$ cat src/design/aes_kv_macros.svh
////////////////////
// Width constants for the AES key-vault wrapper
// Block width must equal word width times words per block
// Vault write width must equal block width times chunks per write
////////////////////

`ifndef AES_KV_MACROS_SVH
`define AES_KV_MACROS_SVH

// Core data path
`define AES_WORD_W      32
`define AES_DATA_WORDS  4
`define AES_BLOCK_W     128

// Key-vault write buffer
`define AES_KV_WR_DW    512
`define AES_KV_CHUNKS   4
// Counter must index every chunk
`define AES_KV_CNT_W    2

// Entropy bus
`define AES_EDN_W       32

`endif
$ cat src/design/aes_edn_pkg.sv
////////////////////
// Types for the shared entropy port
// Entropy runs on the same clock as the wrapper
////////////////////

`include "aes_kv_macros.svh"

package aes_edn_pkg;

  // Entropy response, ack qualifies bus for one cycle
  typedef struct packed {
    logic                  ack;
    logic [`AES_EDN_W-1:0] bus;
  } edn_rsp_t;

  // Requester currently served by the arbiter
  // Clearing PRNG wins over masking PRNG
  typedef enum logic [1:0] {
    GrantNone     = 2'd0,
    GrantClearing = 2'd1,
    GrantMasking  = 2'd2
  } edn_grant_e;

endpackage

$ cat src/design/aes_kv_pkg.sv
////////////////////
// Types shared by the AES output data path and key-vault capture
// Word 0 of a block sits in the low bits
// Vault chunk i sits at bit i*AES_BLOCK_W upward
////////////////////

`include "aes_kv_macros.svh"

package aes_kv_pkg;

  ////////////////////
  // Data types
  ////////////////////

  // One output block, word 0 in the low bits
  typedef logic [`AES_DATA_WORDS-1:0][`AES_WORD_W-1:0] aes_block_t;

  // Status updates from the AES core
  typedef struct packed {
    logic       idle_we;
    logic       idle;
    logic       ov_we;
    logic       output_valid;
    aes_block_t data_out;
  } core_status_t;

  // Key-vault output, valid level and the full write buffer
  typedef struct packed {
    logic                     valid;
    logic [`AES_KV_WR_DW-1:0] data;
  } kv_out_t;

  ////////////////////
  // Capture FSM
  ////////////////////

  // Idle waits for arming, Capture collects blocks,
  // Valid holds the buffer until the vault write is done
  typedef enum logic [1:0] {
    KvIdle    = 2'd0,
    KvCapture = 2'd1,
    KvValid   = 2'd2
  } kv_state_e;

endpackage

$ cat src/design/aes_kv_wrapper.sv
////////////////////
// AES wrapper, key-vault side
// The AES core sits outside; its status and data arrive on core_status_i
// Entropy shares clk_i and rst_ni with the rest of the wrapper
////////////////////

`timescale 1ns/1ps
`include "aes_kv_macros.svh"

module aes_kv_wrapper (
  input  logic                     clk_i,
  input  logic                     rst_ni,

  // AES core
  input  aes_kv_pkg::core_status_t core_status_i,
  output logic                     data_out_re_o,

  // Software access
  input  logic                     sw_data_out_re_i,
  output aes_kv_pkg::aes_block_t   data_out_o,
  input  logic                     data_in0_we_i,
  output logic                     idle_o,

  // Key vault
  input  logic                     kv_en_i,
  output aes_kv_pkg::kv_out_t      kv_o,
  input  logic                     kv_write_done_i,

  // Entropy requesters
  input  logic                     clr_req_i,
  input  logic                     msk_req_i,
  output logic                     clr_ack_o,
  output logic                     msk_ack_o,
  output logic [`AES_EDN_W-1:0]    entropy_o,

  // Entropy port
  output logic                     edn_req_o,
  input  aes_edn_pkg::edn_rsp_t    edn_rsp_i
);

  logic intercept;
  logic output_valid_q;

  ////////////////////
  // Output data path
  ////////////////////

  // idle_o doubles as the registered idle status for the capture block
  aes_data_out_gate u_data_out_gate (
    .clk_i            (clk_i),
    .rst_ni           (rst_ni),
    .core_status_i    (core_status_i),
    .intercept_i      (intercept),
    .sw_data_out_re_i (sw_data_out_re_i),
    .data_out_o       (data_out_o),
    .data_out_re_o    (data_out_re_o),
    .output_valid_q_o (output_valid_q),
    .idle_q_o         (idle_o)
  );

  aes_kv_capture u_kv_capture (
    .clk_i            (clk_i),
    .rst_ni           (rst_ni),
    .core_status_i    (core_status_i),
    .output_valid_q_i (output_valid_q),
    .idle_q_i         (idle_o),
    .data_in0_we_i    (data_in0_we_i),
    .kv_en_i          (kv_en_i),
    .kv_write_done_i  (kv_write_done_i),
    .intercept_o      (intercept),
    .kv_o             (kv_o)
  );

  ////////////////////
  // Entropy
  ////////////////////

  aes_edn_arbiter u_edn_arbiter (
    .clk_i     (clk_i),
    .rst_ni    (rst_ni),
    .clr_req_i (clr_req_i),
    .msk_req_i (msk_req_i),
    .edn_rsp_i (edn_rsp_i),
    .clr_ack_o (clr_ack_o),
    .msk_ack_o (msk_ack_o),
    .edn_req_o (edn_req_o),
    .entropy_o (entropy_o)
  );

endmodule

$ cat src/design/aes_edn_arbiter.sv
////////////////////
// Fixed-priority arbiter of two PRNG reseed requests onto one entropy port
// A request dropped before its ack is held until the ack arrives
////////////////////

`timescale 1ns/1ps
`include "aes_kv_macros.svh"

module aes_edn_arbiter (
  input  logic                   clk_i,
  input  logic                   rst_ni,
  input  logic                   clr_req_i,
  input  logic                   msk_req_i,
  input  aes_edn_pkg::edn_rsp_t  edn_rsp_i,
  output logic                   clr_ack_o,
  output logic                   msk_ack_o,
  output logic                   edn_req_o,
  output logic [`AES_EDN_W-1:0]  entropy_o
);
  import aes_edn_pkg::*;

  edn_grant_e grant;
  logic       hold_q;

  // Clearing PRNG first
  always_comb begin
    if (clr_req_i) begin
      grant = GrantClearing;
    end else if (msk_req_i) begin
      grant = GrantMasking;
    end else begin
      grant = GrantNone;
    end
  end

  // Ack only reaches the requester being served
  assign clr_ack_o = edn_rsp_i.ack & (grant == GrantClearing);
  assign msk_ack_o = edn_rsp_i.ack & (grant == GrantMasking);

  assign edn_req_o = clr_req_i | msk_req_i | hold_q;

  // Keep the port requesting until it acknowledges
  always_ff @(posedge clk_i or negedge rst_ni) begin
    if (!rst_ni) begin
      hold_q <= 1'b0;
    end else begin
      hold_q <= edn_req_o & ~edn_rsp_i.ack;
    end
  end

  assign entropy_o = edn_rsp_i.bus;

endmodule

$ cat src/design/aes_kv_capture.sv
////////////////////
// Key-vault capture of consecutive output blocks into one write buffer
// Arming is only accepted in the idle state
// Blocks past the last chunk overwrite the last chunk
// Completion needs an idle-set event with the counter saturated
////////////////////

`timescale 1ns/1ps
`include "aes_kv_macros.svh"

module aes_kv_capture (
  input  logic                     clk_i,
  input  logic                     rst_ni,
  input  aes_kv_pkg::core_status_t core_status_i,
  input  logic                     output_valid_q_i,
  input  logic                     idle_q_i,
  input  logic                     data_in0_we_i,
  input  logic                     kv_en_i,
  input  logic                     kv_write_done_i,
  output logic                     intercept_o,
  output aes_kv_pkg::kv_out_t      kv_o
);
  import aes_kv_pkg::*;

  kv_state_e                state_q;
  kv_state_e                state_d;
  logic [`AES_KV_CNT_W-1:0] cnt_q;
  logic [`AES_KV_WR_DW-1:0] buf_q;
  logic                     valid_q;

  logic                     arm;
  logic                     capture;
  logic                     idle_set;
  logic                     cnt_last;
  logic                     complete;
  logic                     release_kv;

  ////////////////////
  // Events
  ////////////////////

  // Software writes the first input word with a vault destination selected
  assign arm        = (state_q == KvIdle) & data_in0_we_i & kv_en_i;
  assign capture    = (state_q == KvCapture) & output_valid_q_i;
  // Rising edge of the idle status, seen on its update strobe
  assign idle_set   = core_status_i.idle_we & core_status_i.idle & ~idle_q_i;
  assign cnt_last   = (cnt_q == `AES_KV_CNT_W'(`AES_KV_CHUNKS - 1));
  assign complete   = (state_q == KvCapture) & idle_set & cnt_last;
  assign release_kv = (state_q == KvValid) & kv_write_done_i;

  ////////////////////
  // FSM
  ////////////////////

  always_comb begin
    state_d = state_q;
    unique case (state_q)
      KvIdle: begin
        if (arm) begin
          state_d = KvCapture;
        end
      end
      KvCapture: begin
        // Early idle-set keeps capturing
        if (complete) begin
          state_d = KvValid;
        end
      end
      KvValid: begin
        if (release_kv) begin
          state_d = KvIdle;
        end
      end
      default: state_d = KvIdle;
    endcase
  end

  always_ff @(posedge clk_i or negedge rst_ni) begin
    if (!rst_ni) begin
      state_q <= KvIdle;
    end else begin
      state_q <= state_d;
    end
  end

  assign intercept_o = (state_q == KvCapture);

  ////////////////////
  // Counter and buffer
  ////////////////////

  // Chunk index, saturates on the last chunk
  always_ff @(posedge clk_i or negedge rst_ni) begin
    if (!rst_ni) begin
      cnt_q <= '0;
    end else if (release_kv) begin
      cnt_q <= '0;
    end else if (capture && !cnt_last) begin
      cnt_q <= cnt_q + 1'b1;
    end
  end

  // Key material is wiped once the vault has taken it
  always_ff @(posedge clk_i or negedge rst_ni) begin
    if (!rst_ni) begin
      buf_q <= '0;
    end else if (release_kv) begin
      buf_q <= '0;
    end else if (capture) begin
      buf_q[cnt_q*`AES_BLOCK_W +: `AES_BLOCK_W] <= core_status_i.data_out;
    end
  end

  // Valid level, set on completion and held until write-done
  always_ff @(posedge clk_i or negedge rst_ni) begin
    if (!rst_ni) begin
      valid_q <= 1'b0;
    end else if (release_kv) begin
      valid_q <= 1'b0;
    end else if (complete) begin
      valid_q <= 1'b1;
    end
  end

  assign kv_o.valid = valid_q;
  assign kv_o.data  = buf_q;

endmodule

$ cat src/design/aes_data_out_gate.sv
////////////////////
// Idle and output-valid status registers with data-out concealment
// While intercepting, software reads zero and the core read-enable
// follows the registered output-valid flag
////////////////////

`timescale 1ns/1ps
`include "aes_kv_macros.svh"

module aes_data_out_gate (
  input  logic                     clk_i,
  input  logic                     rst_ni,
  input  aes_kv_pkg::core_status_t core_status_i,
  input  logic                     intercept_i,
  input  logic                     sw_data_out_re_i,
  output aes_kv_pkg::aes_block_t   data_out_o,
  output logic                     data_out_re_o,
  output logic                     output_valid_q_o,
  output logic                     idle_q_o
);
  import aes_kv_pkg::*;

  logic       output_valid_q;
  logic       idle_q;
  aes_block_t conceal_mask;

  ////////////////////
  // Status registers
  ////////////////////

  // Output valid, updated on the core's write strobe
  always_ff @(posedge clk_i or negedge rst_ni) begin
    if (!rst_ni) begin
      output_valid_q <= 1'b0;
    end else if (core_status_i.ov_we) begin
      output_valid_q <= core_status_i.output_valid;
    end
  end

  // Idle, updated on the core's write strobe
  always_ff @(posedge clk_i or negedge rst_ni) begin
    if (!rst_ni) begin
      idle_q <= 1'b0;
    end else if (core_status_i.idle_we) begin
      idle_q <= core_status_i.idle;
    end
  end

  assign output_valid_q_o = output_valid_q;
  assign idle_q_o         = idle_q;

  ////////////////////
  // Concealment
  ////////////////////

  // All ones while software may read, all zeros while the vault owns the data
  assign conceal_mask = {`AES_BLOCK_W{~intercept_i}};
  assign data_out_o   = core_status_i.data_out & conceal_mask;

  // Hardware acknowledges each block itself during capture
  assign data_out_re_o = intercept_i ? output_valid_q : sw_data_out_re_i;

endmodule

$ cat config.mk
export PLATFORM = sky130hd
export DESIGN_NAME = aes_kv_wrapper
export DESIGN_NICKNAME = d
export VERILOG_FILES = /design/src/design/aes_edn_pkg.sv /design/src/design/aes_kv_pkg.sv /design/src/design/aes_kv_wrapper.sv /design/src/design/aes_edn_arbiter.sv /design/src/design/aes_kv_capture.sv /design/src/design/aes_data_out_gate.sv
export VERILOG_INCLUDE_DIRS = /design/src /design/src/design
export SDC_FILE = /design/constraint.sdc
export NUM_CORES = 1
export LEC_CHECK = 0
export BUFFER_PORTS_ARGS = -buffer_cell sky130_fd_sc_hd__buf_2
export CORE_AREA = 2 2 333 335
export DETAILED_ROUTE_END_ITERATION = 7
export DIE_AREA = 0 0 335 337
export PLACE_DENSITY_LB_ADDON = 0.3
export SLEW_MARGIN = 40
export SYNTH_ARGS = -nofsm -noshare
export SYNTH_HDL_FRONTEND = slang
export SYNTH_SLANG_ARGS = --single-unit
$ cat constraint.sdc
create_clock -name clk_i -period 2.3 [get_ports clk_i]
set_input_delay 0.69 -clock clk_i [delete_from_list [all_inputs] [get_ports clk_i]]
set_output_delay 0.69 -clock clk_i [all_outputs]
set_load 0.02 [all_outputs]
==> flow_summary.json, run 1 <==
{
  "cts_tree": "built",
  "period_share_pct": 117,
  "holdPathEnd": "u_edn_arbiter.hold_q",
  "drive_gt1_share_pct": 50.8,
  "synth-seq-cells": 520,
  "arrival_ns": 2.01,
  "fmax_mhz": 370,
  "cts.path.max_buffers": 3,
  "final_cells": 3784,
  "synth_warnings": 0,
  "hold_class": "input port to register",
  "syn2layout_area_growth_pct": 38.1,
  "placementRows": 122,
  "overflow": 0,
  "synth.distinct_cells": 35,
  "layout_setup_ws_ns": -0.399,
  "final_common_cell": "buf_2",
  "tightest_slew_ns": 0.588,
  "firstDrtPassIters": 5,
  "place.gp.congestion": 0.774,
  "viasPerCell": 4.30,
  "numClockSinks": 520,
  "grt_pass1_wl_um": 122000,
  "core_um2": 110000,
  "num_io_pins": 851,
  "cp-end-kind": "output pin",
  "hp-start": "edn_rsp_i[32]",
  "ir_worst_vdd_v": 0.000550,
  "htree_num_levels": 2,
  "fin_setup_tns_ns": -44.05,
  "seq_area_frac_synth_pct": 61.7,
  "wirelength_um": 86200,
  "grt_pass1_vias": 16200,
  "clk_latency_ns": 0.64,
  "synthArstFlopShare_pct": 100,
  "drv_cap": 0,
  "num_vias": 16300,
  "antenna_found_initial": 10,
  "p_leak_nw": 16.3,
  "setup_viol": 129,
  "critPathKind": "register to output pin",
  "dp.cells": 3669,
  "dpl_worst_slack_ns": 0.0871,
  "reg2reg_depth": 6,
  "layout_common_cells": "buf_2, dfrtp_1, a22o_1, mux2_2, and3_1",
  "violations": "negative setup slack",
  "cts_root_buffer": "clkbuf_16",
  "outcome": "finished, violations left",
  "synthFlopType": "dfrtp_1",
  "synth_fp_nets": 1684,
  "finalMaxSlewViolations": 0,
  "clk_pin_slew_ns": 0.07,
  "critPathRequiredTime_ns": 1.61,
  "grt_usage_pct": 14.6,
  "portBuffers": 786,
  "period_needed_ns": 2.70,
  "cp-start-kind": "register",
  "slowest_stage": "dfrtp_2",
  "finalClockSkew_ns": 0.0217,
  "cts_buffers": 58,
  "rsz0062_at_grt": "true",
  "dpl_cell_area_um2": 27000,
  "fp.dieW_um": 335,
  "slowest_delay_ns": 0.42,
  "worst-r2r-setup-slack_ns": 0.14,
  "ant_nets": 0,
  "slew_headroom_pct": 60.3,
  "drtIter0Drc": 899,
  "drc": 0,
  "whs_path_depth": 2,
  "syn_area_per_cell_um2": 14.0,
  "start_util_pct": 19.2,
  "wl_per_cell_um": 22.8,
  "cp_max_fo": 60,
  "synth_area_um2": 21100,
  "p_total_mw": 39.7,
  "dpl.hpwl_um": 62400,
  "cp_cell_sequence": "or2b_4 > buf_12 > and2_4 > buf_2",
  "finish.instance_area_um2": 29100,
  "reg2reg_to": "u_kv_capture.buf_q[103]",
  "rr_startpoint": "u_kv_capture.cnt_q[1]",
  "netlist_instances": 1505,
  "layout.nets": 2487,
  "synth_edf_count": 0,
  "die_h_um": 337,
  "grt_max_degree": 79,
  "dieArea_um2": 113000,
  "cellPowerDensity_nw_per_um2": 1360,
  "hold_viol": 0
}
## state kept, by name, summed over array words and instances (netlist names)
signal / flops
u_kv_capture.state_q: 2
u_data_out_gate.idle_q_o: 1
u_kv_capture.buf_q: 512
u_kv_capture.cnt_q: 2
u_edn_arbiter.hold_q: 1
u_kv_capture.valid_q: 1
u_data_out_gate.output_valid_q_o: 1
## power breakdown
group	internal (mW)	switching, mW
combinational	6.32	9.99
sequential	12.0	1.63
clock	5.74	4.02
## worst max-delay path: cells and delay by family (launching register included)
kind | cells | cell delay, ns
simple gates | 2 | 0.52
flops | 1 | 0.42
buf+inv | 2 | 0.32
## routing by layer
metal  part of all wire [%]  global-route usage (%)  up-vias
met5                  0.015                       0        -
met4                    3.2                    4.94        2
met3                    7.3                    3.90      135
met2                     45                    22.5      702
met1                     44                    19.7     8288
li1                       -                       -     7147
## cell usage after synthesis, types with 2 or more instances
| cell | count | area share (%) |
|---|---|---|
| buf_6 | 46 | 2.5 |
| nand3b_1 | 2 | 0.071 |
| or2b_1 | 2 | 0.071 |
| buf_4 | 40 | 1.4 |
| mux2_2 | 129 | 6.9 |
| buf_8 | 2 | 0.14 |
| inv_1 | 2 | 0.036 |
| a22o_1 | 384 | 16 |
| nor3b_1 | 2 | 0.071 |
| a21oi_1 | 3 | 0.071 |
| nor2_1 | 4 | 0.071 |
| clkbuf_8 | 11 | 0.72 |
| and3b_1 | 3 | 0.12 |
| clkbuf_1 | 41 | 0.73 |
| dfrtp_1 | 520 | 62 |
| and3_4 | 2 | 0.11 |
| ha_1 | 6 | 0.36 |
| and3_1 | 127 | 3.8 |
| and2_1 | 129 | 3.8 |
| buf_2 | 35 | 0.83 |
## metrics by stage
step,hold slack [ns],util (%)
floorplan,0.394,-
global placement,0.477,24.6
detailed placement,0.476,24.6
CTS,0.167,26.5
global route,0.197,26.6
finish,0.230,26.6
## final cells by class
type | instances | area (um^2)
Clock inverter | 21 | 234
Timing Repair Buffer | 918 | 5440
Sequential cell | 520 | 13000
Tap cell | 1426 | 1780
Inverter | 2 | 7.51
Clock buffer | 85 | 1760
Fill cell | 11500 | 80500
Antenna cell | 4 | 10.0
Multi-Input combinational cell | 808 | 6880
## how the worst max path moves through the flow
stage / start / cells after the start / slack (ns) / to
2_1_floorplan: u_kv_capture.state_q[0] / 4 / 0.27 / data_out_o[100]
3_3_place_gp: kv_write_done_i / 6 / 0.12 / u_kv_capture.buf_q[119]
3_5_place_dp: kv_write_done_i / 6 / 0.09 / u_kv_capture.buf_q[97]
4_1_cts: u_kv_capture.state_q[1] / 4 / -0.40 / data_out_re_o
5_1_grt: u_kv_capture.state_q[1] / 4 / -0.44 / data_out_o[87]
6_report: u_kv_capture.state_q[1] / 4 / -0.40 / data_out_o[90]
## repair_timing
| item | in CTS | in global routing |
|---|---|---|
| hold buffers | 1 | 0 |
| pin swaps | 19 | 0 |
| hold endpoints to repair | 18 | 0 |
| buffers inserted | 4 | 0 |
| setup endpoints to repair | 129 | 129 |
| resized for setup | 15 | 34 |
## logic make-up after synthesis
family / after synthesis / synth area share (%)
mux: 130 / 6.93
simple gates: 278 / 8.36
xor+xnor: 1 / 0.0415
buf+inv: 177 / 6.33
flops: 520 / 61.7
fa+ha+maj: 6 / 0.356
compound gates: 393 / 16.3
No activity file was read; power rests on OpenSTA's default activity.
==> run 2, diff against run 1 <==
--- a/config.mk
+++ b/config.mk
@@ -6,12 +6,14 @@
 export SDC_FILE = /design/constraint.sdc
 export NUM_CORES = 1
 export LEC_CHECK = 0
+export ABC_AREA = 1
 export BUFFER_PORTS_ARGS = -buffer_cell sky130_fd_sc_hd__buf_2
-export CORE_AREA = 2 2 333 335
+export CORE_AREA = 2 2 334 336
 export DETAILED_ROUTE_END_ITERATION = 7
-export DIE_AREA = 0 0 335 337
+export DIE_AREA = 0 0 336 338
 export PLACE_DENSITY_LB_ADDON = 0.3
 export SLEW_MARGIN = 40
 export SYNTH_ARGS = -nofsm -noshare
 export SYNTH_HDL_FRONTEND = slang
+export SYNTH_HIERARCHICAL = 1
 export SYNTH_SLANG_ARGS = --single-unit
==> flow_summary.json, run 2 <==
{
  "outcome": "finished, violations left",
  "violations": "negative setup slack",
  "synthArstFlopShare_pct": 100,
  "netlist_instances": 3695,
  "drtIter0Drc": 2581,
  "slowest_delay_ns": 0.38,
  "synthTopCellsByArea": "dfrtp_1, nand2_1, nand3_1",
  "synth_warnings": 6,
  "cp_cell_sequence": "inv_2 > nor2_4 > buf_12 > buf_12 > clkbuf_16 > nor2_2 > buf_6",
  "largest_reg_flops": 512,
  "cts.path.max_buffers": 3,
  "start_util_pct": 24.4,
  "yosysTopAreaCellShare_pct": 48.5,
  "num_vias": 27900,
  "portBuffers": 786,
  "critPathRequiredTime_ns": 1.61,
  "grt_usage_pct": 21.3,
  "critPathKind": "register to output pin",
  "cts_tree": "built",
  "period_share_pct": 112,
  "hold_viol": 0,
  "hold_class": "input port to register",
  "yosys.area.top_type": "dfrtp_1",
  "overflow": 0,
  "p_total_mw": 47.1,
  "htree_num_levels": 3,
  "arrival_ns": 1.89,
  "viasPerCell": 4.77,
  "synth_area_um2": 26800,
  "dpl.hpwl_um": 82300,
  "setup_viol": 129,
  "fillers": 11900,
  "regMostFlops": "u_kv_capture/buf_q",
  "dpl_cell_area_um2": 32500,
  "crit_family": "buffers and inverters",
  "final_cells": 5853,
  "dieArea_um2": 114000,
  "firstDrtPassIters": 7,
  "wl_per_cell_um": 21.4,
  "yosysMostFrequentCell": "nand2_1",
  "syn_area_per_cell_um2": 7.26,
  "synthFlopType": "dfrtp_1",
  "tightest_slew_ns": 0.908,
  "drc": 0,
  "grt-busiest-layer": "met2",
  "fp.dieW_um": 336,
  "drive_gt1_share_pct": 24.6,
  "final_common_cell": "nand2_1",
  "grt_pass1_wl_um": 183000,
  "seq_area_frac_synth_pct": 48.5,
  "slew_headroom_pct": 39.5,
  "grt_pass1_vias": 26100,
  "fin_util_pct": 32.1,
  "core_um2": 110000,
  "period_needed_ns": 2.58,
  "layout_common_cells": "nand2_1, nand3_1, buf_2, dfrtp_1, nor2_1",
  "synth_commonest_cells": "nand2_1, nand3_1, dfrtp_1",
  "p_leak_nw": 20.4,
  "clk_pin_slew_ns": 0.06,
  "rsz0062_at_grt": "true",
  "fmax_mhz": 388,
  "slowest_stage": "dfrtp_1",
  "dp.cells": 5715,
  "cp-end-kind": "output pin",
  "place.gp.congestion": 0.828,
  "cts_root_buffer": "clkbuf_16",
  "ant_nets": 0,
  "reg_top3": "u_kv_capture/buf_q x512, u_kv_capture/cnt_q x2, u_kv_capture/state_q x2",
  "synth-seq-cells": 520,
  "finalClockSkew_ns": 0.0362,
  "cts_buffers": 67,
  "ir_worst_vdd_v": 0.00103,
  "cellPowerDensity_nw_per_um2": 1330,
  "path_buf_inv": 5,
  "synth_edf_count": 0,
  "synth_fp_nets": 3874,
  "grt_util_met1_pct": 27.7,
  "fin_setup_tns_ns": -27.60,
  "grt_max_degree": 161,
  "finish.instance_area_um2": 35300,
  "antenna_found_initial": 5,
  "syn2layout_area_growth_pct": 31.7,
  "regArea_um2": 13000,
  "die_h_um": 338,
  "layout.nets": 4494,
  "finalMaxSlewViolations": 0,
  "cpMostUsedCell": "buf_12",
  "wirelength_um": 125000,
  "placementRows": 122,
  "num_io_pins": 851,
  "cp_max_fo": 8,
  "synth.distinct_cells": 21,
  "layout_setup_ws_ns": -0.276,
  "numClockSinks": 520,
  "grtUsageMet2_pct": 34.4,
  "multi_input_comb_area_um2": 11500,
  "cp-start-kind": "register",
  "grtUsageMet3_pct": 5.35,
  "clk_latency_ns": 0.63,
  "drv_cap": 0
}
==> run 2: cell types whose count changed after synthesis, moves of 127 or more <==
cell and change:
mux2_2 -129, and2_1 -129, nand3_1 +786, nand2_1 +1137
and3_1 -127, nor2_1 +426, nor3_1 +141, a22o_1 -384
inv_1 +192
==> run 2: per-stage QoR <==
| stage | setup slack (ns) | hold slack, ns |
|---|---|---|
| floorplan | 0.00828 | 0.394 |
| global placement | 0.0544 | 0.450 |
| detailed placement | 0.0605 | 0.453 |
| CTS | -0.318 | 0.202 |
| global route | -0.355 | 0.243 |
| finish | -0.276 | 0.268 |
==> run 2: final cells by class <==
type                            instances  area share, %
Clock inverter                         17          0.595
Inverter                              199           2.16
Timing Repair Buffer                  923           16.9
Sequential cell                       520           36.8
Antenna cell                            1        0.00708
Clock buffer                          101           5.66
Tap cell                             1488           5.27
Multi-Input combinational cell       2604           32.6
==> run 2: report_power, final <==
group	switching, mW	total [mW]	internal, mW
Combinational	17.0	23.5	6.57
Clock	4.30	10.7	6.45
Sequential	1.33	12.8	11.5
==> run 2: routing by layer <==
metal / up-vias / share of wire [%]
li1: 13000 / -
met1: 13500 / 42
met2: 1134 / 47
met3: 190 / 8.3
met4: 4 / 2.9
met5: - / 0.022
==> run 2: cell families after synthesis <==
logic type      Yosys count  synth area share, %
compound gates            4               0.0886
flops                   520                 48.5
fa+ha+maj                 6                0.280
buf+inv                 571                 9.47
simple gates           2594                 41.7
==> run 2: final timing paths <==
path | startpoint | cells past startpoint | end | slack (ns)
worst max-delay path | u_kv_capture/state_q[0] | 7 | data_out_o[71] | -0.28
worst min-delay path | edn_rsp_i[32] | 2 | u_edn_arbiter/hold_q | 0.27
worst max register to register | u_kv_capture/cnt_q[0] | 8 | u_kv_capture/buf_q[444] | 0.20
worst min register to register | u_kv_capture/buf_q[308] | 2 | u_kv_capture/buf_q[308] | 0.46
max in group asynchronous | rst_ni | 3 | u_kv_capture/buf_q[447] | 0.88
min in group asynchronous | rst_ni | 2 | u_kv_capture/buf_q[25] | 0.57
==> run 2: timing repair <==
action	4_1_cts	5_1_grt
endpoints found under the setup margin	129	134
gates resized for setup	37	64
buffers inserted	13	2
pin swaps	3	10
hold buffers	1	0
hold endpoints to repair	14	0
cloned	4	1
